## src/hdl/tx_ctrl_pkg.sv

```systemverilog
package tx_ctrl_pkg;

    // sequencer states, one pass per fifo word
    typedef enum logic [2:0] {
        IDLE,
        READ,
        LOAD,
        BEAT_RE,
        BEAT_IM
    } tx_state_t;

endpackage

```

## src/hdl/tx_sequencer.sv

```systemverilog
`timescale 1ns/1ps

module tx_sequencer (
    input  logic clk,
    input  logic reset,
    input  logic fifo_empty,
    input  logic rx_ready,
    output logic fifo_rd_en,
    output logic load,
    output logic out_valid,
    output logic is_imag
);

    tx_ctrl_pkg::tx_state_t state;
    tx_ctrl_pkg::tx_state_t state_next;

    always_ff @(posedge clk) begin
        if (reset) begin
            state <= tx_ctrl_pkg::IDLE;
        end else begin
            state <= state_next;
        end
    end

    // rx_ready only matters in idle, a started word always finishes
    always_comb begin
        state_next = state;
        case (state)
            tx_ctrl_pkg::IDLE: begin
                if (rx_ready && !fifo_empty) begin
                    state_next = tx_ctrl_pkg::READ;
                end
            end
            // fifo word lands on sample_in during load
            tx_ctrl_pkg::READ:    state_next = tx_ctrl_pkg::LOAD;
            tx_ctrl_pkg::LOAD:    state_next = tx_ctrl_pkg::BEAT_RE;
            tx_ctrl_pkg::BEAT_RE: state_next = tx_ctrl_pkg::BEAT_IM;
            tx_ctrl_pkg::BEAT_IM: state_next = tx_ctrl_pkg::IDLE;
            default:              state_next = tx_ctrl_pkg::IDLE;
        endcase
    end

    // outputs straight from the state register
    assign fifo_rd_en = (state == tx_ctrl_pkg::READ);
    assign load       = (state == tx_ctrl_pkg::LOAD);
    assign out_valid  = (state == tx_ctrl_pkg::BEAT_RE) || (state == tx_ctrl_pkg::BEAT_IM);
    assign is_imag    = (state == tx_ctrl_pkg::BEAT_IM);

    // one-cycle read strobe
    a_rd_single : assert property (@(posedge clk) disable iff (reset)
        fifo_rd_en |=> !fifo_rd_en);

    // imag beat only right after a real beat
    a_re_before_im : assert property (@(posedge clk) disable iff (reset)
        (out_valid && is_imag) |-> $past(out_valid && !is_imag));

    // capture lines up with the fifo read latency
    a_load_after_rd : assert property (@(posedge clk) disable iff (reset)
        load == $past(fifo_rd_en));

endmodule

```

## config.mk

```make
export PLATFORM = sky130hd
export DESIGN_NAME = tx_sequencer
export DESIGN_NICKNAME = d
export VERILOG_FILES = /design/src/hdl/tx_ctrl_pkg.sv /design/src/hdl/tx_sequencer.sv
export SDC_FILE = /design/constraint.sdc
export NUM_CORES = 1
export LEC_CHECK = 0
export BUFFER_PORTS_ARGS = -buffer_cell sky130_fd_sc_hd__clkbuf_2
export CORE_AREA = 2 2 39 41
export DETAILED_ROUTE_END_ITERATION = 16
export DIE_AREA = 0 0 41 43
export PLACE_DENSITY = 0.39
export SYNTH_ARGS = -nofsm -noshare
export SYNTH_HDL_FRONTEND = slang
export SYNTH_SLANG_ARGS = --single-unit
```

## constraint.sdc

```tcl
create_clock -name clk -period 1.4 [get_ports clk]
set_clock_uncertainty 0.2 [all_clocks]
set_input_delay 0.28 -clock clk [delete_from_list [all_inputs] [get_ports clk]]
set_output_delay 0.28 -clock clk [all_outputs]
set_load 0.03 [all_outputs]
```

==> results.py, run 1 <==
metrics = {
    "layout": {
        "synthToLayoutAreaGrowth_pct": 112,
        "num_antenna_cells": 0,
        "fin_cells": 46,
        "layout-drive-gt1-share_pct": 70.0,
        "fill_cells": 152,
        "reg_top3": "state (3)",
        "largest_reg_flops": 3,
        "regMostFlops": "state",
        "final_cell_area_um2": 324,
        "nNetsFinal": 35,
    },
    "global_route": {
        "antenna_found_initial": 0,
        "grt_pass1_wl_um": 614,
        "overflow": 0,
        "grt_pass1_vias": 163,
        "grt_max_degree": 6,
        "grt_use_total_pct": 6.02,
    },
    "logic_synthesis": {
        "synth_edf_count": 0,
        "avgSynthCellArea_um2": 8.98,
        "synth_commonest_cells": "dfxtp_1, nor3_1, nor3b_1",
        "netlist_area_um2": 153,
        "yosys_register_bits": 3,
        "syn_inst": 17,
        "async_flop_share_pct": 0,
        "seq_area_frac_synth_pct": 39.3,
        "synth_area_leaders": "dfxtp_1, nor3_1, nor3b_1",
        "yosysTopAreaCellShare_pct": 39.3,
        "synth_cell_type_count": 12,
        "syn_nets": 21,
        "synth_area_leader_cell": "dfxtp_1",
        "yosys_warnings": 0,
        "synth_flop_cell": "dfxtp_1",
    },
    "pwr": {
        "leakage_nw": 0.138,
        "seqPwrFrac_pct": 31.3,
        "vdd_drop_max_v": 0.000291,
        "finalPower_mw": 0.323,
        "power_frac_comb_pct": 21.0,
        "intPower_mw": 0.236,
        "p_clk_share_pct": 47.7,
        "power_density_mw_per_mm2": 996,
        "power.switching_mw": 0.0867,
        "switching_share_pct": 26.9,
    },
    "placement": {
        "placed_cell_area_um2": 245,
        "gp_congestion": 0.520,
        "placedCellCount": 41,
        "place_ws_ns": 0.0219,
        "portBuffers": 7,
    },
    "clocking": {
        "cts_sinks": 3,
        "clockBufferDepth": 2,
        "cts_tree": "built",
        "insertion_delay_ns": 0.24,
        "clk_pin_slew_worst_paths_ns": 0.04,
        "cts_htree_levels": 1,
        "cts_buffers": 3,
        "cts-root-buf": "clkbuf_4",
    },
    "sta": {
        "final_max_slew_viol_count": 0,
        "worst_pin_slew_ns": 0.151,
        "setup_violations": 4,
        "finalWorstPathRequiredPeriod_ns": 1.53,
        "min_period_over_period_pct": 109,
        "final_hold_viol_count": 0,
        "setup_slack_ns": -0.129,
        "hold_slack_ns": 0.0451,
        "max_clock_freq_ghz": 0.654,
        "slew_headroom_pct": 89.8,
        "rsz0062_at_grt": "yes",
    },
    "setup_path": {
        "crit_arrival_ns": 1.05,
        "crit_slowest_cell": "dfxtp_4",
        "critPathMaxFanout": 5,
        "endpoint_kind": "primary output",
        "max_stage_delay_ns": 0.36,
        "worstPathRequired_ns": 0.92,
        "crit_path_cell_trace": "nor3b_4, nand2b_4, buf_8",
        "path_buf_inv": 1,
        "crit_family": "flip-flops",
        "startpoint_type": "flip-flop",
        "worstSetupPathType": "reg2out",
        "reg2reg_slack_ns": 0.34,
    },
    "floorplan": {
        "die-area_mm2": 0.00176,
        "dieWidth_um": 41,
        "ioPinCount": 8,
        "initial_core_util_pct": 11.0,
        "fp-row-count": 14,
        "die_h_um": 43,
        "core_mm2": 0.00138,
    },
    "hold_path": {
        "hold_path_class": "in2reg",
    },
    "detailed_routing": {
        "dr_total_vias": 167,
        "drt-initial-drc-count": 2,
        "wirelength_um": 333,
        "drcViolationCount": 0,
        "viasPerCell": 3.63,
        "avgRoutedWirePerCell_um": 7.24,
        "ant_nets": 0,
        "firstDrtPassIters": 3,
    },
    "outcome": {
        "status": "finished, violations left",
        "violations": "negative setup slack",
    },
    "run": {
        "drv_cap": 0,
    },
}
## through the flow
step / setup TNS (ns) / utilization [%]
floorplan: -0.152 / -
global placement: 0 / 17.7
detailed placement: 0 / 17.7
CTS: -0.422 / 23.2
global route: -0.547 / 23.4
finish: -0.334 / 23.4
## power by group through the flow
stage	sequential [mW]	clock (mW)	combinational, mW
CTS	0.101	0.159	0.0671
global route	0.103	0.163	0.0747
floorplan	0.0950	0	0.0514
finish	0.101	0.154	0.0676
global placement	0.103	0	0.0545
detailed placement	0.104	0	0.0558
## path summary, 6_finish.rpt
| path | start | to | cells past startpoint |
|---|---|---|---|
| min reg2reg | state[2]$_SDFFE_PP0P_ | state[1]$_SDFFE_PP0P_ | 2 |
| min | reset | state[1]$_SDFFE_PP0P_ | 2 |
| max reg2reg | state[0]$_SDFFE_PP0P_ | state[0]$_SDFFE_PP0P_ | 3 |
| max | state[2]$_SDFFE_PP0P_ | out_valid | 3 |
## layout by cell type, fill, tap and decap left out, drive strengths merged
| master | count |
|---|---|
| xnor2 | 1 |
| o21a | 1 |
| dfxtp | 3 |
| clkbuf | 9 |
| nand2 | 1 |
| nor2b | 1 |
| nand3b | 1 |
| nand2b | 1 |
| nor3b | 3 |
| buf | 6 |
| nor3 | 3 |
## cells by family (layout without fill, tap and decap cells)
logic type,after synthesis,after routing,share of synthesized area [%]
DFF,3,3,39.3
and+or+nand+nor,10,10,43.4
buffers and inverters,2,15,6.55
xor gates and xnor gates,1,1,5.74
AOI/OAI and AO/OA,1,1,4.92
## layout make-up
type	count	area (um^2)	area share [%]
clock buffers	4	26.3	8.11
repair buffers	11	103	31.7
flip-flops and latches	3	68.8	21.2
well taps	16	20.0	6.18
multi-input cells	12	106	32.8
## routing by layer
layer  global-route usage [%]  vias up  routed length, um
met5                        0        -                  0
met1                     5.79       69                133
met4                     8.00        0                 24
met2                     7.50       10                131
met3                     3.14        4                 43
li1                         -       84                  -
## timing repair
| item | CTS | global route |
|---|---|---|
| setup buffers | 1 | 0 |
| resized for setup | 12 | 2 |
| hold buffers | 0 | 0 |
| cloned | 0 | 0 |
| setup endpoints to repair | 4 | 4 |
Power figures use the tool's default switching activity.
==> inputs of run 2 (changes only) <==
Settings changed: PLACE_DENSITY 0.39 to not set.
==> results.py, run 2 (synthesis results as in run 1) <==
metrics = {
    "sta": {
        "final_hold_viol_count": 0,
        "final_max_slew_viol_count": 0,
        "worst_pin_slew_ns": 0.160,
        "finalWorstPathRequiredPeriod_ns": 1.52,
        "min_period_over_period_pct": 109,
        "setup_violations": 4,
        "setup_slack_ns": -0.123,
        "max_clock_freq_ghz": 0.657,
        "final.setup.tns_ns": -0.262,
        "rsz0062_at_grt": "yes",
        "slew_headroom_pct": 89.3,
    },
    "clocking": {
        "cts-root-buf": "clkbuf_4",
        "cts_htree_levels": 1,
        "clk_pin_slew_worst_paths_ns": 0.04,
        "post_cts_buffers": 0,
        "cts_tree": "built",
        "cts_buffers": 3,
        "insertion_delay_ns": 0.23,
        "cts_sinks": 3,
        "ctsHoldBuffers": 0,
        "clockBufferDepth": 2,
    },
    "outcome": {
        "violations": "negative setup slack",
        "status": "finished, violations left",
    },
    "floorplan": {
        "ioPinCount": 8,
        "dieWidth_um": 41,
        "fp-row-count": 14,
        "core_mm2": 0.00138,
        "initial_core_util_pct": 11.0,
        "die-area_mm2": 0.00176,
        "die_h_um": 43,
    },
    "setup_path": {
        "max_stage_delay_ns": 0.36,
        "startpoint_type": "flip-flop",
        "worstSetupPathType": "reg2out",
        "critPathMaxFanout": 5,
        "endpoint_kind": "primary output",
        "worstPathRequired_ns": 0.92,
        "crit_slowest_cell": "dfxtp_4",
        "crit_arrival_ns": 1.04,
        "crit_path_cell_trace": "nor3b_4, nand2b_4, buf_8",
    },
    "global_route": {
        "overflow": 0,
        "grt_pass1_vias": 156,
        "grt_max_degree": 6,
        "grt_use_total_pct": 5.52,
        "grt_pass1_wl_um": 579,
        "antenna_found_initial": 0,
    },
    "hold_path": {
        "hold_path_class": "in2reg",
    },
    "pwr": {
        "p_clk_share_pct": 47.6,
        "seqPwrFrac_pct": 31.5,
        "intPower_mw": 0.235,
        "vdd_drop_max_v": 0.000347,
        "switching_share_pct": 26.7,
        "power.switching_mw": 0.0854,
        "power_frac_comb_pct": 20.9,
        "leakage_nw": 0.131,
        "power_density_mw_per_mm2": 1030,
        "finalPower_mw": 0.320,
    },
    "layout": {
        "largest_reg_flops": 3,
        "fill_cells": 151,
        "fin_cells": 45,
        "synthToLayoutAreaGrowth_pct": 104,
        "nNetsFinal": 34,
        "num_antenna_cells": 0,
        "utilization_pct": 22.5,
        "regMostFlops": "state",
        "layout-drive-gt1-share_pct": 69.0,
        "final_common_cell": "clkbuf_4",
        "final_cell_mix": "clkbuf_4, nor3_1, clkbuf_2, buf_4, dfxtp_4",
        "reg_top3": "state (3)",
    },
    "detailed_routing": {
        "ant_nets": 0,
        "drcViolationCount": 0,
        "drt-initial-drc-count": 2,
        "dr_total_vias": 151,
        "firstDrtPassIters": 4,
        "avgRoutedWirePerCell_um": 7.67,
        "wirelength_um": 345,
        "viasPerCell": 3.36,
    },
    "placement": {
        "gp_congestion": 0.561,
        "placedCellCount": 41,
        "portBuffers": 7,
    },
    "run": {
        "drv_cap": 0,
    },
}
## run 2: what timing repair did
action,CTS,global route
pin swaps,0,1
gates resized for setup,12,1
hold endpoints to repair,0,0
setup endpoints to repair,4,4
## run 2: worst paths after layout
check	startpoint	end	slack [ns]	depth (start not counted)
setup / recovery	state[2]$_SDFFE_PP0P_	out_valid	-0.12	3
hold / removal	reset	state[2]$_SDFFE_PP0P_	0.04	2
setup reg to reg	state[0]$_SDFFE_PP0P_	state[0]$_SDFFE_PP0P_	0.33	3
hold reg to reg	state[2]$_SDFFE_PP0P_	state[2]$_SDFFE_PP0P_	0.36	2
## run 2: critical path: cells and delay by family, from the launching register on
family | cells | cell delay [ns]
buf+inv | 1 | 0.12
flops | 1 | 0.36
simple gates | 2 | 0.33
## run 2: metal layers
| metal | global-route usage, % | up-vias | wire (um) |
|---|---|---|---|
| met5 | 0 | - | 0 |
| met4 | 8.00 | 0 | 0 |
| met3 | 3.14 | 0 | 24 |
| met2 | 6.25 | 6 | 160 |
| met1 | 5.45 | 64 | 161 |
| li1 | - | 81 | - |
## run 2: cell type report
class                      instances  area [um^2]  share of cell area, %
tap                               16         20.0                   6.43
timing repair buffer              10         87.6                   28.1
sequential                         3         71.3                   22.9
clock buffer                       4         26.3                   8.43
multi-input combinational         12          106                   34.1
## run 2: per-stage QoR
| step | hold slack [ns] | worst slack [ns] | instance area (um^2) |
|---|---|---|---|
| after global routing | 0.0374 | -0.178 | 312 |
| after detailed placement | 0.282 | 0.0226 | 245 |
| final | 0.0391 | -0.123 | 312 |
| after CTS | 0.0291 | -0.169 | 310 |
| after floorplan | 0.149 | -0.148 | 186 |
| after global placement | 0.272 | 0.0271 | 245 |
## run 2: power groups by stage
stage | Combinational (mW) | Sequential [mW] | Clock [mW]
after floorplan | 0.0514 | 0.0950 | 0
after global placement | 0.0549 | 0.103 | 0
after detailed placement | 0.0556 | 0.104 | 0
after CTS | 0.0666 | 0.101 | 0.161
after global routing | 0.0724 | 0.102 | 0.169
final | 0.0670 | 0.101 | 0.152
==> inputs of run 3 (changes only) <==
Clock period 1.4 ns to 1.95 ns, I/O delays scaled along.
==> results.py, run 3 (synthesis results as in run 1) <==
metrics = {
    "hold_path": {
        "hold_path_class": "in2reg",
        "min_from": "reset",
    },
    "clocking": {
        "insertion_delay_ns": 0.23,
        "post_cts_buffers": 0,
        "cts_buffers": 3,
        "cts_resized": 0,
        "cts_tree": "built",
        "cts_htree_levels": 1,
        "ctsHoldBuffers": 0,
        "clk_pin_slew_worst_paths_ns": 0.03,
        "cts_sinks": 3,
        "cts-root-buf": "clkbuf_4",
        "clockBufferDepth": 2,
    },
    "floorplan": {
        "dieWidth_um": 41,
        "die-area_mm2": 0.00176,
        "ioPinCount": 8,
        "fp-row-count": 14,
        "core_mm2": 0.00138,
        "initial_core_util_pct": 11.0,
        "die_h_um": 43,
    },
    "global_route": {
        "grt_use_total_pct": 4.50,
        "grt_max_degree": 8,
        "grt_pass1_wl_um": 400,
        "overflow": 0,
        "antenna_found_initial": 0,
        "grt_pass1_vias": 114,
    },
    "setup_path": {
        "startpoint_type": "flip-flop",
        "endpoint_kind": "primary output",
        "r2r_end": "state[1]$_SDFFE_PP0P_",
        "max_stage_delay_ns": 0.42,
        "crit_path_cell_trace": "nor3b_2, nand2b_1, clkbuf_2",
        "endpoint": "out_valid",
        "crit_slowest_cell": "dfxtp_1",
        "worstSetupPathType": "reg2out",
        "crit_arrival_ns": 1.18,
        "r2r_start": "state[0]$_SDFFE_PP0P_",
        "reg2reg_slack_ns": 0.95,
        "startpoint": "state[2]$_SDFFE_PP0P_",
        "reg2reg_depth": 2,
        "worstPathRequired_ns": 1.36,
        "critPathMaxFanout": 7,
    },
    "layout": {
        "reg_top3": "state (3)",
        "utilization_pct": 16.2,
        "num_antenna_cells": 0,
        "largest_reg_flops": 3,
        "final_common_cell": "clkbuf_2",
        "regMostFlops": "state",
        "nNetsFinal": 31,
        "synthToLayoutAreaGrowth_pct": 46.7,
        "layout-drive-gt1-share_pct": 42.3,
        "fill_cells": 170,
        "final_cell_mix": "clkbuf_2, nor3_1, clkbuf_4, dfxtp_1, nor3b_1",
    },
    "sta": {
        "hold_slack_ns": 0.161,
        "max_clock_freq_ghz": 0.566,
        "final.setup.tns_ns": 0,
        "rsz0062_at_grt": "no",
        "slew_headroom_pct": 82.2,
        "finalWorstPathRequiredPeriod_ns": 1.77,
        "min_period_over_period_pct": 90.7,
        "final_hold_viol_count": 0,
        "final_max_slew_viol_count": 0,
        "setup_violations": 0,
        "setup_slack_ns": 0.182,
        "worst_pin_slew_ns": 0.266,
    },
    "detailed_routing": {
        "wirelength_um": 321,
        "drt-initial-drc-count": 0,
        "viasPerCell": 3.33,
        "ant_nets": 0,
        "dr_total_vias": 140,
        "avgRoutedWirePerCell_um": 7.64,
        "firstDrtPassIters": 1,
        "drcViolationCount": 0,
    },
    "run": {
        "drv_cap": 0,
    },
    "placement": {
        "portBuffers": 7,
        "gp_congestion": 0.539,
        "place_ws_ns": 0.428,
    },
    "pwr": {
        "leakage_nw": 0.0976,
        "vdd_drop_max_v": 0.000111,
        "finalPower_mw": 0.212,
        "power_density_mw_per_mm2": 946,
    },
    "outcome": {
        "status": "finished clean",
    },
}
-- run 3: worst min path at each step --
stage                                        to  slack [ns]  cells past startpoint
after floorplan           state[2]$_SDFFE_PP0P_        0.27                      1
after global placement    state[2]$_SDFFE_PP0P_        0.33                      2
after detailed placement  state[2]$_SDFFE_PP0P_        0.33                      2
after CTS                 state[2]$_SDFFE_PP0P_        0.16                      2
after global routing      state[1]$_SDFFE_PP0P_        0.16                      2
final                     state[2]$_SDFFE_PP0P_        0.16                      2
-- run 3: area by class of cell --
class	instances	area [um^2]	area share, %
clock buffers	4	26.3	11.7
multi-input cells	12	82.6	36.9
flip-flops and latches	3	60.1	26.8
well taps	16	20.0	8.94
repair buffers	7	35.0	15.6
-- run 3: layer usage --
| metal | part of all wire (%) | vias to the layer above | track usage (%) |
|---|---|---|---|
| met2 | 48 | 6 | 4.69 |
| met1 | 43 | 58 | 2.87 |
| met4 | 3.4 | 0 | 10.0 |
| met3 | 5.3 | 2 | 3.14 |
| met5 | 0 | - | 0 |
| li1 | - | 74 | - |
-- run 3: where the power goes --
part	total [mW]	switching [mW]	internal, mW	leakage, nW
clock network	0.108	0.0315	0.0766	0.0150
registers	0.0745	0.00850	0.0660	0.0245
logic	0.0293	0.0164	0.0129	0.0581
total	0.212	0.0564	0.155	0.0976
-- run 3: critical path: cells and delay by family (launching register included) --
kind                   cells  cell delay (ns)
and+or+nand+nor            2             0.33
DFF                        1             0.42
buffers and inverters      1             0.19
-- run 3: stage by stage --
step	std cells	area, um^2
after floorplan	17	153
after global placement	38	198
after detailed placement	38	198
after CTS	42	224
after global routing	42	224
final	42	224
